==> src/hw/cps_gfx_pkg.sv <==
package cps_gfx_pkg;

    // three scroll lanes, the bank decode has exactly this many
    localparam int NUM_LAYERS = 3;

    // scroll layer select, also used as the arbiter grant
    typedef enum logic [1:0] {
        LAYER_SCR1 = 2'd0,
        LAYER_SCR2 = 2'd1,
        LAYER_SCR3 = 2'd2
    } layer_e;

    // rom read sequencer
    typedef enum logic [1:0] {
        ARB_IDLE = 2'd0, // waiting for a queue head
        ARB_ROM  = 2'd1, // rom_cs high until rom_ok
        ARB_RESP = 2'd2  // one cycle of resp_valid
    } arb_state_e;

    // tile code as sent by the host
    typedef logic [19:0] tile_code_t;

    // row inside a tile
    // scr1 uses 3 bits, scr2 uses 4, scr3 all 5
    typedef logic [4:0] tile_row_t;

    // graphics rom address
    // [22:20] region: 000 obj, 001..011 scroll 1..3, 100 star field
    typedef logic [22:0] gfx_addr_t;

    // bank enables, bit 0 is bank 1
    typedef logic [2:0] bank_en_t;

    // offset added to the top nibble of the address
    typedef logic [3:0] bank_ofs_t;

    // rom data, one word of packed pixels
    typedef logic [31:0] rom_word_t;

endpackage

==> src/hw/cps_fetch_if.sv <==
`timescale 1ns/100ps

// one fetch unit to the arbiter
// requests are credit based, responses are unthrottled
interface cps_fetch_if import cps_gfx_pkg::*; ();

    logic      req_valid;  // one-cycle push into the layer queue
    gfx_addr_t req_addr;   // unmodified tile address
    logic      credit;     // pulses when the queue entry is popped
    logic      resp_valid; // pixel word for this layer
    rom_word_t resp_data;

    modport fetch (
        output req_valid,
        output req_addr,
        input  credit,
        input  resp_valid,
        input  resp_data
    );

    modport arb (
        input  req_valid,
        input  req_addr,
        output credit,
        output resp_valid,
        output resp_data
    );

endinterface

==> src/hw/cps_gfx_arbiter.sv <==
`timescale 1ns/100ps

// shares the graphics rom between the three scroll layers
// one queue per layer, round-robin grant, one read in flight
module cps_gfx_arbiter import cps_gfx_pkg::*; #(
    parameter int QUEUE_DEPTH = 2
) (
    input  logic      clk,
    input  logic      rst_n,
    cps_fetch_if.arb  scr1_if,
    cps_fetch_if.arb  scr2_if,
    cps_fetch_if.arb  scr3_if,
    output logic      rom_cs,
    output gfx_addr_t rom_addr,
    input  logic      rom_ok,
    input  rom_word_t rom_data
);

    localparam int PTR_W = (QUEUE_DEPTH > 1) ? $clog2(QUEUE_DEPTH) : 1;
    localparam int CNT_W = $clog2(QUEUE_DEPTH + 1);

    gfx_addr_t             q_mem     [NUM_LAYERS][QUEUE_DEPTH];
    logic [PTR_W-1:0]      wr_ptr    [NUM_LAYERS];
    logic [PTR_W-1:0]      rd_ptr    [NUM_LAYERS];
    logic [CNT_W-1:0]      q_cnt     [NUM_LAYERS];
    gfx_addr_t             push_addr [NUM_LAYERS];
    gfx_addr_t             head_addr [NUM_LAYERS];
    bank_ofs_t             head_ofs  [NUM_LAYERS];
    logic [NUM_LAYERS-1:0] push;
    logic [NUM_LAYERS-1:0] pop;
    logic [NUM_LAYERS-1:0] q_nonempty;
    logic [NUM_LAYERS-1:0] unmapped;    // per head, from the bank decode
    logic [NUM_LAYERS-1:0] resp_valid;
    arb_state_e            state;
    layer_e                rr_ptr;      // layer with top priority
    layer_e                pick;
    layer_e                grant_r;     // owner of the read in flight
    logic                  pick_valid;
    logic                  grant_go;
    gfx_addr_t             rom_addr_r;
    rom_word_t             rd_data;

    // wraps at QUEUE_DEPTH, depth need not be a power of two
    function automatic logic [PTR_W-1:0] ptr_next(input logic [PTR_W-1:0] p);
        if (p == PTR_W'(QUEUE_DEPTH - 1)) begin
            return '0;
        end
        return p + 1'b1;
    endfunction

    assign push[0]      = scr1_if.req_valid;
    assign push[1]      = scr2_if.req_valid;
    assign push[2]      = scr3_if.req_valid;
    assign push_addr[0] = scr1_if.req_addr;
    assign push_addr[1] = scr2_if.req_addr;
    assign push_addr[2] = scr3_if.req_addr;

    assign scr1_if.credit     = pop[0]; // credit leaves with the pop
    assign scr2_if.credit     = pop[1];
    assign scr3_if.credit     = pop[2];
    assign scr1_if.resp_valid = resp_valid[0];
    assign scr2_if.resp_valid = resp_valid[1];
    assign scr3_if.resp_valid = resp_valid[2];
    assign scr1_if.resp_data  = rd_data; // shared, qualified by resp_valid
    assign scr2_if.resp_data  = rd_data;
    assign scr3_if.resp_data  = rd_data;

    always_ff @(posedge clk) begin
        for (int l = 0; l < NUM_LAYERS; l++) begin
            if (push[l]) begin
                q_mem[l][wr_ptr[l]] <= push_addr[l];
            end
        end
    end

    always_ff @(posedge clk) begin
        if (!rst_n) begin
            for (int l = 0; l < NUM_LAYERS; l++) begin
                wr_ptr[l] <= '0;
                rd_ptr[l] <= '0;
                q_cnt[l]  <= '0;
            end
        end else begin
            for (int l = 0; l < NUM_LAYERS; l++) begin
                if (push[l]) wr_ptr[l] <= ptr_next(wr_ptr[l]);
                if (pop[l])  rd_ptr[l] <= ptr_next(rd_ptr[l]);
                if (push[l] && !pop[l]) begin
                    q_cnt[l] <= q_cnt[l] + 1'b1;
                end else if (!push[l] && pop[l]) begin
                    q_cnt[l] <= q_cnt[l] - 1'b1;
                end
            end
        end
    end

    always_comb begin
        for (int l = 0; l < NUM_LAYERS; l++) begin
            head_addr[l]  = q_mem[l][rd_ptr[l]];
            q_nonempty[l] = (q_cnt[l] != '0);
        end
    end

    // all three heads decoded at once, grant picks one
    cps_gfx_bank_map u_bank_map (
        .scr1_addr     (head_addr[0]),
        .scr2_addr     (head_addr[1]),
        .scr3_addr     (head_addr[2]),
        .scr1_ofs      (head_ofs[0]),
        .scr2_ofs      (head_ofs[1]),
        .scr3_ofs      (head_ofs[2]),
        .scr1_unmapped (unmapped[0]),
        .scr2_unmapped (unmapped[1]),
        .scr3_unmapped (unmapped[2])
    );

    // scan downwards so the layer at rr_ptr wins last
    always_comb begin
        int idx;
        pick       = rr_ptr;
        pick_valid = 1'b0;
        for (int i = NUM_LAYERS - 1; i >= 0; i--) begin
            idx = (int'(rr_ptr) + i) % NUM_LAYERS;
            if (q_nonempty[idx]) begin
                pick       = layer_e'(idx);
                pick_valid = 1'b1;
            end
        end
    end

    assign grant_go = (state == ARB_IDLE) && pick_valid;

    always_comb begin
        pop = '0;
        if (grant_go) pop[pick] = 1'b1; // grant and pop in one cycle
    end

    always_ff @(posedge clk) begin
        if (!rst_n) begin
            state  <= ARB_IDLE;
            rr_ptr <= LAYER_SCR1;
        end else begin
            case (state)
                ARB_IDLE: begin
                    if (grant_go) begin
                        rr_ptr <= (pick == LAYER_SCR3) ? LAYER_SCR1 : layer_e'(pick + 1'b1);
                        state  <= unmapped[pick] ? ARB_RESP : ARB_ROM; // skip the rom
                    end
                end
                ARB_ROM:  if (rom_ok) state <= ARB_RESP;
                ARB_RESP: state <= ARB_IDLE;
                default:  state <= ARB_IDLE;
            endcase
        end
    end

    always_ff @(posedge clk) begin
        if (grant_go) begin
            grant_r    <= pick;
            rom_addr_r <= {head_addr[pick][22:19] + head_ofs[pick], head_addr[pick][18:0]};
            rd_data    <= '0; // stays zero for unmapped heads
        end else if ((state == ARB_ROM) && rom_ok) begin
            rd_data    <= rom_data;
        end
    end

    assign rom_cs   = (state == ARB_ROM); // drops on the edge after rom_ok
    assign rom_addr = rom_addr_r;

    always_comb begin
        resp_valid = '0;
        if (state == ARB_RESP) resp_valid[grant_r] = 1'b1;
    end

endmodule

==> src/hw/cps_gfx_bank_map.sv <==
`timescale 1ns/100ps

// bank select decode for the three scroll lanes
// same equations as the board's gal, evaluated per lane
module cps_gfx_bank_map import cps_gfx_pkg::*; (
    input  gfx_addr_t scr1_addr,
    input  gfx_addr_t scr2_addr,
    input  gfx_addr_t scr3_addr,
    output bank_ofs_t scr1_ofs,
    output bank_ofs_t scr2_ofs,
    output bank_ofs_t scr3_ofs,
    output logic      scr1_unmapped,
    output logic      scr2_unmapped,
    output logic      scr3_unmapped
);

    bank_en_t scr1_en;
    bank_en_t scr2_en;
    bank_en_t scr3_en;

    // only a[22:20] and a[16] reach the decoder
    function automatic bank_en_t bank_decode(input gfx_addr_t a);
        bank_en_t en;
        // bank 1, three product terms
        en[0] = ~a[22] & ((~a[21] & a[20]) | (~a[20] & ~a[16]) | (a[21] & ~a[20]));
        en[1] = ({a[22:20], a[16]} == 4'b0110); // bank 2, region 011 low half
        en[2] = ({a[22:20], a[16]} == 4'b0001); // bank 3, region 000 high half
        return en;
    endfunction

    // only bank 1 on its own moves the address
    function automatic bank_ofs_t bank_offset(input bank_en_t en);
        bank_ofs_t ofs;
        case (en)
            3'b001:  ofs = 4'h4;
            default: ofs = 4'h0; // bank 2, bank 3, overlaps, none
        endcase
        return ofs;
    endfunction

    always_comb begin
        scr1_en = bank_decode(scr1_addr);
        scr2_en = bank_decode(scr2_addr);
        scr3_en = bank_decode(scr3_addr);
    end

    assign scr1_ofs = bank_offset(scr1_en);
    assign scr2_ofs = bank_offset(scr2_en);
    assign scr3_ofs = bank_offset(scr3_en);

    // no chip select at all, nothing on the rom answers
    assign scr1_unmapped = (scr1_en == '0);
    assign scr2_unmapped = (scr2_en == '0);
    assign scr3_unmapped = (scr3_en == '0);

endmodule

==> src/hw/cps_gfx_top.sv <==
`timescale 1ns/100ps

// scroll layer graphics fetch path
// host tile fetches in, rom reads out, pixel words back per layer
module cps_gfx_top import cps_gfx_pkg::*; #(
    parameter int QUEUE_DEPTH = 2 // per layer arbiter queue, 1 to 8
) (
    input  logic       clk,
    input  logic       rst_n,
    input  logic       req_valid  [NUM_LAYERS],
    input  tile_code_t req_code   [NUM_LAYERS],
    input  tile_row_t  req_row    [NUM_LAYERS],
    output logic       req_credit [NUM_LAYERS],
    output logic       pix_valid  [NUM_LAYERS],
    output rom_word_t  pix_data   [NUM_LAYERS],
    output logic       rom_cs,
    output gfx_addr_t  rom_addr,
    input  logic       rom_ok,
    input  rom_word_t  rom_data
);

    // one link per layer into the arbiter
    cps_fetch_if scr1_bus ();
    cps_fetch_if scr2_bus ();
    cps_fetch_if scr3_bus ();

    cps_scroll_fetch #(
        .LAYER       (LAYER_SCR1),  // 8 row tiles
        .QUEUE_DEPTH (QUEUE_DEPTH)
    ) u_scr1_fetch (
        .clk        (clk),
        .rst_n      (rst_n),
        .req_valid  (req_valid[0]),
        .req_code   (req_code[0]),
        .req_row    (req_row[0]),
        .req_credit (req_credit[0]),
        .pix_valid  (pix_valid[0]),
        .pix_data   (pix_data[0]),
        .fetch_if   (scr1_bus.fetch)
    );

    cps_scroll_fetch #(
        .LAYER       (LAYER_SCR2),  // 16 row tiles
        .QUEUE_DEPTH (QUEUE_DEPTH)
    ) u_scr2_fetch (
        .clk        (clk),
        .rst_n      (rst_n),
        .req_valid  (req_valid[1]),
        .req_code   (req_code[1]),
        .req_row    (req_row[1]),
        .req_credit (req_credit[1]),
        .pix_valid  (pix_valid[1]),
        .pix_data   (pix_data[1]),
        .fetch_if   (scr2_bus.fetch)
    );

    cps_scroll_fetch #(
        .LAYER       (LAYER_SCR3),  // 32 row tiles
        .QUEUE_DEPTH (QUEUE_DEPTH)
    ) u_scr3_fetch (
        .clk        (clk),
        .rst_n      (rst_n),
        .req_valid  (req_valid[2]),
        .req_code   (req_code[2]),
        .req_row    (req_row[2]),
        .req_credit (req_credit[2]),
        .pix_valid  (pix_valid[2]),
        .pix_data   (pix_data[2]),
        .fetch_if   (scr3_bus.fetch)
    );

    cps_gfx_arbiter #(
        .QUEUE_DEPTH (QUEUE_DEPTH)
    ) u_arbiter (
        .clk      (clk),
        .rst_n    (rst_n),
        .scr1_if  (scr1_bus.arb),
        .scr2_if  (scr2_bus.arb),
        .scr3_if  (scr3_bus.arb),
        .rom_cs   (rom_cs),
        .rom_addr (rom_addr),
        .rom_ok   (rom_ok),
        .rom_data (rom_data)
    );

endmodule

==> src/hw/cps_scroll_fetch.sv <==
`timescale 1ns/100ps

// tile fetch front end for one scroll layer
// host item -> holding register -> arbiter queue, pixel word back out
module cps_scroll_fetch import cps_gfx_pkg::*; #(
    parameter layer_e LAYER       = LAYER_SCR1,
    parameter int     QUEUE_DEPTH = 2
) (
    input  logic             clk,
    input  logic             rst_n,
    input  logic             req_valid,
    input  tile_code_t       req_code,
    input  tile_row_t        req_row,
    output logic             req_credit,
    output logic             pix_valid,
    output rom_word_t        pix_data,
    cps_fetch_if.fetch       fetch_if
);

    localparam int CNT_W = $clog2(QUEUE_DEPTH + 1);

    logic [24:0]      addr_wide;  // code plus up to 5 row bits
    gfx_addr_t        addr_new;
    logic             hold_valid; // holding register full
    gfx_addr_t        hold_addr;
    logic [CNT_W-1:0] arb_cnt;    // free slots in our arbiter queue
    logic             push;

    // row width depends on the layer tile height
    always_comb begin
        case (LAYER)
            LAYER_SCR1: addr_wide = {2'b00, req_code, req_row[2:0]}; // 8 rows
            LAYER_SCR2: addr_wide = {1'b0, req_code, req_row[3:0]};  // 16 rows
            default:    addr_wide = {req_code, req_row};             // 32 rows
        endcase
    end

    assign addr_new = addr_wide[22:0]; // top code bits fall off

    // push as soon as the item is held and the queue has room
    assign push = hold_valid && (arb_cnt != '0);

    assign fetch_if.req_valid = push;
    assign fetch_if.req_addr  = hold_addr;

    // host gets its single credit back when the item moves on
    assign req_credit = push;

    always_ff @(posedge clk) begin
        if (!rst_n) begin
            hold_valid <= 1'b0;
        end else if (req_valid) begin
            hold_valid <= 1'b1; // host only sends while holding a credit
        end else if (push) begin
            hold_valid <= 1'b0;
        end
    end

    always_ff @(posedge clk) begin
        if (req_valid) begin
            hold_addr <= addr_new;
        end
    end

    // arbiter credit counter
    always_ff @(posedge clk) begin
        if (!rst_n) begin
            arb_cnt <= CNT_W'(QUEUE_DEPTH); // whole queue free
        end else begin
            case ({push, fetch_if.credit})
                2'b10:   arb_cnt <= arb_cnt - 1'b1; // slot taken
                2'b01:   arb_cnt <= arb_cnt + 1'b1; // slot popped
                default: arb_cnt <= arb_cnt;        // none or both
            endcase
        end
    end

    // registered pixel output, no back-pressure
    always_ff @(posedge clk) begin
        if (!rst_n) begin
            pix_valid <= 1'b0;
        end else begin
            pix_valid <= fetch_if.resp_valid;
        end
    end

    always_ff @(posedge clk) begin
        if (fetch_if.resp_valid) begin
            pix_data <= fetch_if.resp_data;
        end
    end

endmodule

==> config.mk <==
export PLATFORM = sky130hd
export DESIGN_NAME = cps_gfx_top
export DESIGN_NICKNAME = d
export VERILOG_FILES = /design/src/hw/cps_gfx_pkg.sv /design/src/hw/cps_fetch_if.sv /design/src/hw/cps_gfx_arbiter.sv /design/src/hw/cps_gfx_bank_map.sv /design/src/hw/cps_gfx_top.sv /design/src/hw/cps_scroll_fetch.sv
export SDC_FILE = /design/constraint.sdc
export NUM_CORES = 1
export LEC_CHECK = 0
export BUFFER_PORTS_ARGS = -buffer_cell sky130_fd_sc_hd__buf_2
export CORE_AREA = 2 2 157 159
export CTS_CLUSTER_SIZE = 24
export DETAILED_ROUTE_END_ITERATION = 10
export DIE_AREA = 0 0 159 161
export MAX_ROUTING_LAYER = met4
export PLACE_DENSITY = 0.93
export SYNTH_ARGS = -nofsm -noshare
export SYNTH_HDL_FRONTEND = slang
export SYNTH_SLANG_ARGS = --single-unit
==> constraint.sdc <==
create_clock -name clk -period 9.8 [get_ports clk]
set_input_delay 1.96 -clock clk [delete_from_list [all_inputs] [get_ports clk]]
set_output_delay 1.96 -clock clk [all_outputs]
set_load 0.01 [all_outputs]
### Word-level counts from Yosys, hierarchy flattened

Memories as Yosys holds them, arrays and structs flattened.
Cells that the tools add are included.

| word-level totals | value |
|---|---|
| memories | 4 |
| input port bits | 113 |
| flip-flop bits (word level) | 238 |
| RAM bits | 150 |
| output and inout port bits | 126 |

Memory list:

| name | depth | bits a word | rd ports | clocked after memory_dff | wr ports | line | text |
|---|---|---|---|---|---|---|---|
| u_arbiter.q_mem | 3 | 46 | 3 | 0 | 3 | cps_gfx_arbiter.sv:22 | `gfx_addr_t q_mem [NUM_LAYERS][QUEUE_DEPTH];` |
| u_arbiter.q_cnt | 3 | 2 | 3 | 0 | 3 | cps_gfx_arbiter.sv:25 | `logic [CNT_W-1:0] q_cnt [NUM_LAYERS];` |
| u_arbiter.rd_ptr | 3 | 1 | 3 | 0 | 3 | cps_gfx_arbiter.sv:24 | `logic [PTR_W-1:0] rd_ptr [NUM_LAYERS];` |
| u_arbiter.wr_ptr | 3 | 1 | 3 | 0 | 3 | cps_gfx_arbiter.sv:23 | `logic [PTR_W-1:0] wr_ptr [NUM_LAYERS];` |

| cells by class | value |
|---|---|
| reductions and logical operators | 40 |
| equality and inequality tests | 20 |
| order comparisons | 17 |
| div/mod/pow operators | 3 |
| add/sub/neg operators | 22 |
| muxes and demuxes | 158 |
| bitwise operators | 49 |

Operators by type and width:

| cell | count |
|---|---|
| 23-bit 2-to-1 mux | 14 |
| 46-bit 2-to-1 mux | 3 |
| 1-bit 2-to-1 mux | 106 |
| 32-bit by 4-bit less-than comparator with 1-bit output (second input constant) | 3 |
| 23-bit demux with 1-bit select | 3 |
| 32-bit by 3-bit modulo with 32-bit output (second input constant) | 2 |
| 23-bit binary-select mux with 2-bit select | 1 |
| 3-bit by 3-bit modulo with 32-bit output (second input constant) | 1 |
| 2-bit 2-to-1 mux | 13 |
| 2-bit nonzero test | 12 |
| 1-bit OR | 18 |
| 1-bit logical AND | 16 |
| 2-bit one-hot mux with 2 select lines | 4 |
| 3-bit 2-to-1 mux | 5 |
| 2-bit by 1-bit adder with 2-bit output (second input constant) | 7 |
| 1-bit AND | 12 |
| 4-bit by 1-bit equality test with 1-bit output (second input constant) | 3 |
| 4-bit by 3-bit equality test with 1-bit output (second input constant) | 3 |
| 2-bit greater-or-equal comparator (second input constant) | 6 |
| 1-bit NOT | 12 |
| 1-bit NOT with 2-bit output | 6 |
| 2-bit by 1-bit subtractor with 2-bit output (second input constant) | 6 |
| 2-bit equality test (second input constant) | 5 |
| 3-bit by 1-bit equality test with 1-bit output (second input constant) | 3 |
| 19 further kinds | 45 |

### Logic depth before layout (Yosys ltp)

Gate-level depths: netlist (run 1).

| depth | value |
|---|---|
| word-level depth | 20 |
| mapped depth | 17 |

### Modules after synthesis

A second synthesis (run 1) with hierarchy kept.

| second synthesis, totals | value |
|---|---|
| cell total of the unflattened synthesis | 943 |
| area, all modules | 15,033.2 sq um |

By module, submodules not included:

| module | cells each | times used | area each (sq um) | sequential area each (sq um) |
|---|---|---|---|---|
| cps_gfx_arbiter | 705 | 1 | 9,395.3 | 5,975.7 |
| cps_scroll_fetch | 73 | 3 | 1,821.7 | 1,731.7 |
| cps_gfx_bank_map | 19 | 1 | 172.7 | 0.0 |

### Worst setup path after synthesis (run 1)

No wires, ideal clock.

| timing path | value |
|---|---|
| path type | flip-flop to flip-flop |
| start point | register u_arbiter.grant_r[0] |
| end point | register u_scr3_fetch.pix_data[0], enable pin |
| period minus slack after synthesis | 4,138 ps |
| setup slack | 5,662 ps |
| buffers on the path | 0 |
| setup time | 504 ps |
| cell stages (with the launch flop) | 2 |
| data arrival time | 3,634 ps |
| cell sequence | edfxtp_1 -> nor4bb_1 |

| on the way | value |
|---|---|
| word-level cells in the longest chain between the ends | 5 |
| elaborated cells between the ends (all ways) | 6 |
| classes of those cells | 2 x order compare; 3 x mux; 1 x reduce/logical |

RTL lines:

| item | line | text |
|---|---|---|
| from (decl) | cps_gfx_arbiter.sv:37 | `layer_e grant_r;` |
| from (signal assigned) | cps_gfx_arbiter.sv:158 | `grant_r <= pick;` |
| 2-bit by 3-bit less-than comparator with 1-bit output (not written as such) or 2-bit by 1-bit greater-or-equal comparator with 1-bit output (tied branches) | cps_gfx_arbiter.sv:171 | `if (state == ARB_RESP) resp_valid[grant_r] = 1'b1;` |
| 1-bit logical AND (not written as such) | cps_gfx_arbiter.sv:171 |  |
| 1-bit 2-to-1 mux (not written as such) | cps_gfx_arbiter.sv:171 |  |
| 1-bit demux with 2-bit select (*) | -- |  |
| 3-bit 2-to-1 mux (*) | cps_gfx_arbiter.sv:171 |  |
| net scr3_bus.resp_valid | cps_fetch_if.sv:10 | `logic resp_valid;` |
| to (signal assigned) | cps_scroll_fetch.sv:89 | `pix_data <= fetch_if.resp_data;` |
| to (decl) | cps_scroll_fetch.sv:16 | `output rom_word_t pix_data,` |

Mark *: on every way through the listed nets, which the timed path passes. The rest lies on a longest branch.
A chain may end at the register's enable or synchronous reset.

==> results of run 1 <==
-- per-layer routing --
layer  up-vias  global-route usage [%]  share of wire, %
li1       3736                       -                 -
met1      4117                   28.96                35
met2       541                   43.81                52
met3       103                   4.058               7.9
met4         0                   11.16               4.7
met5         -                       -                 0
-- worst max-delay path, delay by kind of cell (launching register included) --
kind	cells	cell delay, ns
simple gates	6	1.24
flops	1	0.44
fa+ha+maj	2	0.51
buf+inv	4	0.72
compound gates	4	1.12
-- stage by stage --
step | power [uW] | hold slack (ns) | utilization [%]
finish | 5174 | 0.4214 | 70.79
global route | 5364 | 0.4423 | 70.79
floorplan | 3247 | 0.4215 | -
detailed placement | 3698 | 0.4322 | 65.52
global placement | 3620 | 0.4226 | 65.52
CTS | 5163 | 0.4301 | 70.79
-- layout make-up --
class | count | area, um^2 | area share (%)
sequential | 388 | 11170 | 65.86
clock inverter | 24 | 290.3 | 1.711
multi-input combinational | 430 | 2809 | 16.56
timing repair buffer | 246 | 1266 | 7.465
inverter | 13 | 48.80 | 0.2877
clock buffer | 44 | 972.2 | 5.731
tap | 324 | 405.4 | 2.390
-- cells by family after synthesis --
group	share of synthesized area, %
flip-flops	78.59
AO/OA/AOI/OAI	4.965
XOR/XNOR	0.6162
adder cells (fa/ha/maj)	1.320
multiplexers	5.211
buffers and inverters	1.937
AND/OR/NAND/NOR	7.359
-- cells in the final DEF (no fill, tap or decap), types with 7 or more instances in the layout --
| master | n |
|---|---|
| nor3_1 | 21 |
| a31o_1 | 10 |
| o21ai_0 | 11 |
| a21oi_1 | 39 |
| nand2_1 | 123 |
| a31o_2 | 9 |
| edfxtp_1 | 340 |
| buf_4 | 14 |
| buf_2 | 232 |
| xnor2_1 | 7 |
| inv_1 | 12 |
| ha_1 | 15 |
| nor2_1 | 28 |
| clkbuf_16 | 37 |
| mux2i_1 | 65 |
| and2_1 | 10 |
| dfxtp_1 | 48 |
| mux2_2 | 8 |
| nand3_1 | 8 |
| clkinv_2 | 7 |
-- power breakdown --
group          total, uW  internal (uW)  switching, uW
logic               1470            526            940
registers           2260           2140            117
clock network       1450            831            619
-- worst max path at each step --
stage | startpoint | endpoint | slack, ns | cells after the start
after floorplan | u_arbiter.grant_r[0]$_DFFE_PN_ | u_scr3_fetch.pix_data[0]$_DFFE_PP_ | 5.66 | 1
after global placement | u_arbiter.rr_ptr[0]$_SDFFE_PN0P_ | u_arbiter.q_cnt[2][1]$_DFFE_PP_ | 5.74 | 16
after detailed placement | u_arbiter.rr_ptr[0]$_SDFFE_PN0P_ | u_arbiter.q_cnt[2][1]$_DFFE_PP_ | 5.56 | 16
after CTS | u_arbiter.rr_ptr[0]$_SDFFE_PN0P_ | u_arbiter.q_cnt[2][1]$_DFFE_PP_ | 5.52 | 16
after global routing | u_arbiter.rr_ptr[0]$_SDFFE_PN0P_ | u_arbiter.q_cnt[2][1]$_DFFE_PP_ | 5.13 | 16
final | u_arbiter.rr_ptr[0]$_SDFFE_PN0P_ | u_arbiter.q_cnt[2][1]$_DFFE_PP_ | 5.48 | 16
-- flip-flops by register name, indices dropped and copies added, names as in the netlist, 2 cells and up --
signal,count
u_arbiter.rom_addr,23
u_scr3_fetch.arb_cnt,2
u_arbiter.q_mem,138
u_scr2_fetch.fetch_if.req_addr,23
u_arbiter.wr_ptr,3
u_arbiter.rr_ptr,2
u_arbiter.rd_ptr,3
u_scr2_fetch.arb_cnt,2
u_arbiter.scr1_if.resp_data,32
u_scr1_fetch.pix_data,32
u_scr1_fetch.fetch_if.req_addr,23
u_scr2_fetch.pix_data,32
u_arbiter.state,2
u_arbiter.q_cnt,6
u_scr1_fetch.arb_cnt,2
u_arbiter.grant_r,2
u_scr3_fetch.fetch_if.req_addr,23
u_scr3_fetch.pix_data,32
==> flow_metrics.env, run 1 <==
export IMPL_tightest_slew_ns=1.238
export IMPL_final_setup_viol_count=0
export IMPL_overflow=0
export IMPL_path_common_cell="inv_1"
export IMPL_yosysSeqAreaShare_pct=78.59
export IMPL_synthesis_nets=1003
export IMPL_vias_per_cell=5.784
export IMPL_htreeDepth=2
export IMPL_grt_max_degree=68
export IMPL_reg2reg_depth=16
export IMPL_finClkSkew_ns=0.03834
export IMPL_relSlewSlack_pct=17.30
export IMPL_cts_tree="yes"
export IMPL_antenna_found_initial=0
export IMPL_worstHoldPathCells=0
export IMPL_cp_arrival_ns=4.60
export IMPL_crit_fanout=67
export IMPL_nNetsFinal=1244
export IMPL_syn_area_um2=14210
export IMPL_maxCapViolCount=0
export IMPL_crit_chain="inv_1 -> ha_1 -> or3_4 -> and2_1 -> a221oi_1 -> a211oi_4 -> buf_4 -> nand3_1 -> inv_1 -> ha_1 -> nor2_1 -> nand2_1 -> o21ai_0 -> inv_1 -> nand3_1 -> o21ai_0"
export IMPL_min_delay_start="u_scr3_fetch.fetch_if.req_addr[7]$_DFFE_PP_"
export IMPL_place_ws_ns=5.561
export IMPL_yosysTopAreaCell="edfxtp_1"
export IMPL_place_area_um2=15700
export IMPL_dp_cells=1401
export IMPL_fin_ws_ns=5.479
export IMPL_clock_fmax_mhz=231.4
export IMPL_clock_latency_ns=0.55
export IMPL_reg2reg_from="u_arbiter.rr_ptr[0]$_SDFFE_PN0P_"
export IMPL_cts_buffers=37
export IMPL_ys_flop_type="edfxtp_1"
export IMPL_setup_tns_final_ns=0
export IMPL_cp_required_ns=10.08
export IMPL_grt_pass1_vias=8442
export IMPL_drc_errors=0
export IMPL_clockBufferDepth=3
export IMPL_die_width_um=159
export IMPL_drt_total_wl_um=31470
export IMPL_cts_setup_buffers=0
export IMPL_vias=8497
export IMPL_slew_violations=0
export IMPL_post_cts_resized=0
export IMPL_syn_to_final_growth_pct=19.34
export IMPL_timing_final_crit_share_pct=44.09
export IMPL_grt_pass1_wl_um=47470
export IMPL_syn_area_per_cell_um2=16.24
export IMPL_rows=57
export IMPL_antenna_cells=0
export IMPL_synth_distinct_cells=56
export IMPL_die_area_um2=25600
export IMPL_core_area_um2=23960
export IMPL_critPathCaptureType="flip-flop"
export IMPL_yosysMostFrequentCell="edfxtp_1"
export IMPL_io_pins=239
export IMPL_grtUsageTotal_pct=25.11
export IMPL_hpwl_um=19890
export IMPL_ant_nets=0
export IMPL_slowest_delay_ns=0.49
export IMPL_cp_start_kind="flip-flop"
export IMPL_start_util_pct=59.31
export IMPL_power_density_nw_per_um2=305.0
export IMPL_numPortBuffers=232
export IMPL_synth_common_cells="340 x edfxtp_1, 123 x nand2_1, 65 x mux2i_1"
export IMPL_stdcell_area_um2=16960
export IMPL_criticalPathCategory="flip-flop to flip-flop"
export IMPL_ys_warn_count=0
export IMPL_cts_root_buffer="clkbuf_16"
export IMPL_instances_no_fill=1469
export IMPL_hold_viol=0
export IMPL_hold_path_class="flip-flop to flip-flop"
export IMPL_n_fill_cell=1406
export IMPL_ys_seq_elements=388
export IMPL_fin_crit_ns=4.321
export IMPL_die_y_um=161
export IMPL_cts_sinks=388
export IMPL_synth_edf_count=340
export IMPL_drt_iter0_drc=957
export IMPL_rr_endpoint="u_arbiter.q_cnt[2][1]$_DFFE_PP_"
export IMPL_ir_drop_uv=257.4
export IMPL_postSynthCellCount=875
export IMPL_firstDrtPassIters=5
export IMPL_layout_drive_gt1_share_pct=29.52
export IMPL_synth_async_reset_ratio_pct=0
export IMPL_regToRegSetupSlack_ns=5.48
export IMPL_clk_pin_slew_ns=0.07
export IMPL_outcome="complete, no violations"
export IMPL_cts_hold_buf=0
export IMPL_grt_setup_unrepaired="no"
export IMPL_synth_top_area_share_pct=71.83
export IMPL_gp_congestion=0.8993
export IMPL_netlist_top_cells_area="edfxtp_1 72%, dfxtp_1 6.8%, mux2i_1 4.6%"
export IMPL_whs_endpoint="u_arbiter.q_mem[0][99]$_DFFE_PP_"
export IMPL_total_leakage_power_uw=0.006344
export IMPL_wire_per_inst_um=21.42
export IMPL_cp_slowest_cell="o21ai_0"
(Power assumes the default switching activity.)
==> run 2: changes to the inputs <==
--- a/config.mk
+++ b/config.mk
@@ -5,13 +5,14 @@
 export SDC_FILE = /design/constraint.sdc
 export NUM_CORES = 1
 export LEC_CHECK = 0
+export ABC_AREA = 1
 export BUFFER_PORTS_ARGS = -buffer_cell sky130_fd_sc_hd__buf_2
-export CORE_AREA = 2 2 157 159
+export CORE_AREA = 2 2 162 164
 export CTS_CLUSTER_SIZE = 24
 export DETAILED_ROUTE_END_ITERATION = 10
-export DIE_AREA = 0 0 159 161
+export DIE_AREA = 0 0 164 166
 export MAX_ROUTING_LAYER = met4
-export PLACE_DENSITY = 0.93
+export PLACE_DENSITY = 0.88
 export SYNTH_ARGS = -nofsm -noshare
 export SYNTH_HDL_FRONTEND = slang
 export SYNTH_SLANG_ARGS = --single-unit
==> constraint.sdc (replaced) <==
create_clock -name clk -period 4.5 [get_ports clk]
set_input_delay 0.9 -clock clk [delete_from_list [all_inputs] [get_ports clk]]
set_output_delay 0.9 -clock clk [all_outputs]
set_load 0.01 [all_outputs]
==> run 2 against run 1 <==
Maximum frequency rose by 32%; clock skew down 0.013 ns; synthesized area fell by 0.44%; combinational power increased by 140%; count of clock-buffer cells in the layout down 3; critical path type unchanged; critical endpoint is now u_scr3_fetch.arb_cnt[1]$_SDFFE_PN1P_; largest cell class unchanged.
==> flow_metrics.env, run 2 <==
export IMPL_firstDrtPassIters=5
export IMPL_vias=8518
export IMPL_yosysTopAreaCell="edfxtp_1"
export IMPL_grt_pass1_wl_um=45710
export IMPL_numPortBuffers=232
export IMPL_clockBufferDepth=3
export IMPL_cp_start_kind="flip-flop"
export IMPL_fin_crit_ns=3.284
export IMPL_rows=59
export IMPL_grt_max_degree=35
export IMPL_clk_pin_slew_ns=0.07
export IMPL_p_clk_share_pct=26.0
export IMPL_cts_buffers=38
export IMPL_cts_root_buffer="clkbuf_16"
export IMPL_cts_tree="yes"
export IMPL_gp_congestion=0.9153
export IMPL_switching_power_uw=4037
export IMPL_cts_sinks=388
export IMPL_setup_worst_path_start="u_arbiter.rr_ptr[0]$_SDFFE_PN0P_"
export IMPL_overflow=0
export IMPL_syn_area_per_cell_um2=15.05
export IMPL_ys_warn_count=0
export IMPL_final_setup_viol_count=0
export IMPL_drt_total_wl_um=30180
export IMPL_start_util_pct=55.24
export IMPL_seqPwrFrac_pct=43.9
export IMPL_comb_power_share_pct=30.1
export IMPL_power_density_nw_per_um2=683.6
export IMPL_cts_hold_buf=0
export IMPL_hpwl_um=20230
export IMPL_finClkSkew_ns=0.02580
export IMPL_largest_reg_flops=138
export IMPL_final_common_cell="edfxtp_1"
export IMPL_rr_endpoint="u_scr3_fetch.arb_cnt[1]$_SDFFE_PN1P_"
export IMPL_cp_required_ns=4.92
export IMPL_mostFrequentLayoutCells="340 x edfxtp_1, 232 x buf_2, 140 x nand2_1"
export IMPL_postSynthCellCount=940
export IMPL_ys_seq_elements=388
export IMPL_p_sw_share_pct=34.99
export IMPL_place_ws_ns=1.249
export IMPL_criticalPathCategory="flip-flop to flip-flop"
export IMPL_die_width_um=164
export IMPL_synth_top_area_share_pct=72.15
export IMPL_critPathCaptureType="flip-flop"
export IMPL_syn_area_um2=14150
export IMPL_cp_arrival_ns=3.71
export IMPL_nNetsFinal=1314
export IMPL_regToRegSetupSlack_ns=1.22
export IMPL_tightest_slew_ns=1.243
export IMPL_yosysMostFrequentCell="edfxtp_1"
export IMPL_total_leakage_power_uw=0.006197
export IMPL_hold_viol=0
export IMPL_clock_latency_ns=0.54
export IMPL_clock_fmax_mhz=304.5
export IMPL_syn_to_final_growth_pct=19.29
export IMPL_ir_drop_uv=430.5
export IMPL_reg2reg_depth=23
export IMPL_ant_nets=0
export IMPL_io_pins=239
export IMPL_post_cts_resized=0
export IMPL_grtUsageTotal_pct=22.81
export IMPL_layout_drive_gt1_share_pct=32.07
export IMPL_relSlewSlack_pct=17.05
export IMPL_synth_edf_count=340
export IMPL_wire_per_inst_um=19.45
export IMPL_outcome="complete, no violations"
export IMPL_antenna_found_initial=1
export IMPL_reg2reg_from="u_arbiter.rr_ptr[0]$_SDFFE_PN0P_"
export IMPL_hold_path_class="flip-flop to flip-flop"
export IMPL_drc_errors=0
export IMPL_drt_iter0_drc=1052
export IMPL_die_y_um=166
export IMPL_cts_setup_buffers=0
export IMPL_grt_setup_unrepaired="no"
export IMPL_grt_pass1_vias=8529
export IMPL_maxCapViolCount=0
export IMPL_synth_distinct_cells=38
export IMPL_hold_ws_ns=0.4326
export IMPL_ys_flop_type="edfxtp_1"
export IMPL_slew_violations=0
export IMPL_p_int_uw=7502
export IMPL_fin_ws_ns=1.216
export IMPL_synthesis_nets=1068
export IMPL_synth_common_cells="340 x edfxtp_1, 140 x nand2_1, 65 x nand3_1"
export IMPL_crit_fanout=23
export IMPL_synth_async_reset_ratio_pct=0
export IMPL_htreeDepth=2
export IMPL_netlist_top_cells_area="edfxtp_1 72%, dfxtp_1 6.8%, nand2_1 3.7%"
export IMPL_die_area_um2=27220
export IMPL_setup_tns_final_ns=0
export IMPL_timing_final_crit_share_pct=72.98
export IMPL_yosysSeqAreaShare_pct=78.94
export IMPL_critPathCapture="u_scr3_fetch.arb_cnt[1]$_SDFFE_PN1P_"
export IMPL_core_area_um2=25620
export IMPL_vias_per_cell=5.488
[run 2: changes by cell type after synthesis, moves of 15 or more]
cell      change
nand3_1      +57
mux2i_1      -51
or2_2        +43
inv_1        +30
o211ai_1     +29
nand2_1      +17
nor3_1       -17
o21ai_0      +15
[run 2: worst min path at each step]
stage	depth (start not counted)	endpoint	slack, ns	from
after floorplan	0	u_arbiter.q_mem[0][0]$_DFFE_PP_	0.42	u_scr1_fetch.fetch_if.req_addr[0]$_DFFE_PP_
after global placement	0	u_arbiter.q_mem[0][110]$_DFFE_PP_	0.42	u_scr3_fetch.fetch_if.req_addr[18]$_DFFE_PP_
after detailed placement	0	u_arbiter.q_mem[0][126]$_DFFE_PP_	0.43	u_scr3_fetch.fetch_if.req_addr[11]$_DFFE_PP_
after CTS	0	u_arbiter.q_mem[0][103]$_DFFE_PP_	0.43	u_scr3_fetch.fetch_if.req_addr[11]$_DFFE_PP_
after global routing	0	u_arbiter.q_mem[0][103]$_DFFE_PP_	0.44	u_scr3_fetch.fetch_if.req_addr[11]$_DFFE_PP_
final	0	u_arbiter.q_mem[0][103]$_DFFE_PP_	0.43	u_scr3_fetch.fetch_if.req_addr[11]$_DFFE_PP_
[run 2: power by group through the flow]
stage,clock network (uW),logic (uW),registers [uW]
floorplan,0,2210,5160
global placement,0,3310,5090
detailed placement,0,3410,5130
CTS,3050,3470,5070
global route,3200,3800,5120
finish,3000,3470,5070
[run 2: cell families (layout without fill, tap and decap cells)]
logic type	after synthesis	in the layout	synth area share (%)
compound gates	133	133	6.030
flops	388	388	78.94
buf+inv	89	365	2.706
simple gates	299	299	9.885
xor+xnor	2	2	0.1238
other cells	0	1	0
mux	14	14	0.9902
fa+ha+maj	15	15	1.326
[run 2: stage by stage]
step	instances	area, um^2	util, %	total power, uW
6_report	1552	16880	65.90	11540
5_1_grt	1552	16880	65.90	12120
4_1_cts	1551	16880	65.89	11580
3_5_place_dp	1481	15670	61.18	8544
3_3_place_gp	1481	15670	61.18	8400
2_1_floorplan	940	14150	-	7363
[run 2: critical path: stages, from the launching register on]
cell and delay, ns:
dfxtp_1 0.39, inv_1 0.10, ha_1 0.40, inv_2 0.13
nand2_1 0.08, nand2_1 0.07, nand2_1 0.04, nand2_1 0.15
inv_2 0.05, nand2_1 0.08, nand2_1 0.06, nand2_1 0.05
nand2_1 0.11, nor2_2 0.10, buf_4 0.27, inv_1 0.06
nor2_1 0.20, ha_1 0.27, inv_1 0.08, o21ai_0 0.08
a21oi_1 0.11, inv_1 0.06, a21oi_1 0.11, o21ai_0 0.10
[run 2: area by class of cell]
cell class	count	area (um^2)
repair buffers	246	1266
inverters	49	186.4
clock buffers	41	972.2
flip-flops and latches	388	11170
multi-input cells	463	2630
fillers	1706	8735
diodes	1	2.502
clock inverters	29	234.0
well taps	335	419.2
[run 2: per-layer routing]
layer	track usage [%]	up-vias	part of all wire, %
met5	-	-	0
met4	9.535	0	4.2
met3	3.147	77	7.5
met2	38.62	472	51
met1	27.55	4039	38
li1	-	3930	-
==> run 3: changes to the inputs <==
--- a/config.mk
+++ b/config.mk
@@ -7,12 +7,12 @@
 export LEC_CHECK = 0
 export ABC_AREA = 1
 export BUFFER_PORTS_ARGS = -buffer_cell sky130_fd_sc_hd__buf_2
-export CORE_AREA = 2 2 162 164
+export CORE_AREA = 2 2 172 174
 export CTS_CLUSTER_SIZE = 24
 export DETAILED_ROUTE_END_ITERATION = 10
-export DIE_AREA = 0 0 164 166
+export DIE_AREA = 0 0 174 176
 export MAX_ROUTING_LAYER = met4
-export PLACE_DENSITY = 0.88
+export PLACE_DENSITY = 0.83
 export SYNTH_ARGS = -nofsm -noshare
 export SYNTH_HDL_FRONTEND = slang
 export SYNTH_SLANG_ARGS = --single-unit
==> constraint.sdc (replaced) <==
create_clock -name clk -period 2.8 [get_ports clk]
set_input_delay 0.56 -clock clk [delete_from_list [all_inputs] [get_ports clk]]
set_output_delay 0.56 -clock clk [all_outputs]
set_load 0.01 [all_outputs]
==> run 3 against run 2 <==
Non-clock buffer count increased by 41; maximum frequency increased by 21%; die area grew 12%; clock power is 60% higher; flip-flop and latch count did not move; worst setup slack worse by 1.1 ns; via count grew 1.0%; critical path depth shrank 7; total power is 71% higher; design area increased by 3.4%; cell count increased by 5.7%; sequential power increased by 60%; critical endpoint is now u_arbiter.q_cnt[2][0]$_DFFE_PP_; largest cell class unchanged; highest routed layer unchanged.
==> flow_metrics.env, run 3 (synthesis gave the netlist of run 2 again) <==
export IMPL_antenna_cells=0
export IMPL_overflow=0
export IMPL_die_width_um=174
export IMPL_cp_start_kind="flip-flop"
export IMPL_clock_latency_ns=0.53
export IMPL_grtUsageTotal_pct=19.99
export IMPL_largest_reg_flops=138
export IMPL_reg2reg_from="u_arbiter.rr_ptr[1]$_SDFFE_PN0P_"
export IMPL_fin_crit_ns=2.712
export IMPL_clk_pin_slew_ns=0.06
export IMPL_io_pins=239
export IMPL_cts_tree="yes"
export IMPL_clock_fmax_mhz=368.8
export IMPL_drc_errors=0
export IMPL_final_common_cell="edfxtp_1"
export IMPL_wire_per_inst_um=18.31
export IMPL_clockBufferDepth=3
export IMPL_grt_max_degree=36
export IMPL_rows=62
export IMPL_htreeDepth=2
export IMPL_setup_tns_final_ns=0
export IMPL_die_y_um=176
export IMPL_vias_per_cell=5.243
export IMPL_n_fill_cell=2052
export IMPL_hold_viol=0
export IMPL_cp_arrival_ns=2.99
export IMPL_layout_drive_gt1_share_pct=36.28
export IMPL_cts_hold_buf=0
export IMPL_critPathCaptureType="flip-flop"
export IMPL_cts_root_buffer="clkbuf_16"
export IMPL_grt_pass1_vias=8590
export IMPL_tightest_slew_ns=1.224
export IMPL_slew_violations=0
export IMPL_hold_path_class="input port to flip-flop"
export IMPL_criticalPathCategory="flip-flop to flip-flop"
export IMPL_setup_worst_path_start="u_arbiter.rr_ptr[1]$_SDFFE_PN0P_"
export IMPL_min_delay_start="req_row[4]"
export IMPL_hold_ws_ns=0.2045
export IMPL_cp_required_ns=3.08
export IMPL_finClkSkew_ns=0.01940
export IMPL_firstDrtPassIters=5
export IMPL_mostFrequentLayoutCells="340 x edfxtp_1, 232 x buf_2, 132 x nand2_1"
export IMPL_syn_to_final_growth_pct=23.37
export IMPL_ant_nets=0
export IMPL_outcome="complete, no violations"
export IMPL_core_area_um2=28550
export IMPL_vias=8603
export IMPL_drt_total_wl_um=30050
export IMPL_drt_iter0_drc=857
export IMPL_antenna_found_initial=0
export IMPL_relSlewSlack_pct=18.31
export IMPL_grt_setup_unrepaired="yes"
export IMPL_grt_pass1_wl_um=45730
export IMPL_timing_final_crit_share_pct=96.84
export IMPL_cts_buffers=38
export IMPL_numPortBuffers=232
export IMPL_crit_fanout=6
export IMPL_maxCapViolCount=0
export IMPL_ir_drop_uv=714.9
export IMPL_nNetsFinal=1355
export IMPL_start_util_pct=49.57
export IMPL_die_area_um2=30620
export IMPL_hpwl_um=20270
export IMPL_gp_congestion=0.8668
export IMPL_power_density_nw_per_um2=1130
export IMPL_final_setup_viol_count=0
export IMPL_total_leakage_power_uw=0.006425
export IMPL_cts_sinks=388
run 3: cell count changes in the layout (fill, tap and decap cells not counted), moves of 6 or more:
cell	previous run	this run
buf_4	14	50
clkbuf_1	2	10
ha_1	15	9
ha_4	0	6
nand2_1	140	132
nand2_2	4	11
nor2_4	1	7
run 3: cell type report:
cell class	instances	area (um^2)	share of cell area [%]
sequential	388	11180	64.01
multi-input combinational	463	2794	16.00
clock buffer	49	1002	5.741
clock inverter	21	186.4	1.068
inverter	49	191.4	1.097
tap	384	480.5	2.752
timing repair buffer	287	1628	9.324
run 3: final timing paths:
kind                                                  to  slack [ns]  depth (start not counted)
min reg2reg             u_arbiter.q_mem[0][17]$_DFFE_PP_        0.45                          0
max                      u_arbiter.q_cnt[2][0]$_DFFE_PP_        0.09                         16
max reg2reg              u_arbiter.q_cnt[2][0]$_DFFE_PP_        0.09                         16
min          u_scr3_fetch.fetch_if.req_addr[4]$_DFFE_PP_        0.20                          1
run 3: repair_timing:
action / 4_1_cts / 5_1_grt
gates cloned: 0 / 0
pin swaps: 1 / 14
resized for setup: 9 / 38
setup endpoints to repair: 9 / 8
buffers inserted: 0 / 8
run 3: through the flow:
step	cells	total power, uW	util (%)	instance area (um^2)	setup WS (ns)
after global placement	1563	14270	56.07	16010	-0.1011
after CTS	1633	19350	60.37	17230	0.006407
final	1641	19720	61.15	17460	0.08841
after detailed placement	1563	14420	56.07	16010	-0.1907
after global routing	1641	20720	61.15	17460	-0.05975
after floorplan	940	11830	-	14150	-0.3714
run 3: power breakdown:
part / internal, uW / total [uW] / leakage [uW] / switching, uW
sequential: 7670 / 8110 / 0.00351 / 432
combinational: 2570 / 6830 / 0.00234 / 4250
clock: 2750 / 4790 / 0.000581 / 2040
run 3: routing by layer:
layer | track usage [%] | wire [um] | part of all wire [%]
met5 | - | 0 | 0
met1 | 24.26 | 11770 | 39
met3 | 3.144 | 2130 | 7.1
met2 | 34.58 | 15420 | 51
met4 | 6.548 | 732 | 2.4
run 3: critical path, stage by stage (launching register included):
cell and delay (ns):
dfxtp_4 0.37, ha_4 0.28, inv_4 0.07, nand3_2 0.14
nand2_2 0.12, nand2_4 0.05, nand2_2 0.07, nand2_2 0.08
a21oi_4 0.23, nand2_4 0.08, nor2_4 0.14, inv_2 0.06
ha_4 0.15, o41ai_2 0.30, nand2_1 0.16, inv_2 0.12
a21oi_2 0.06
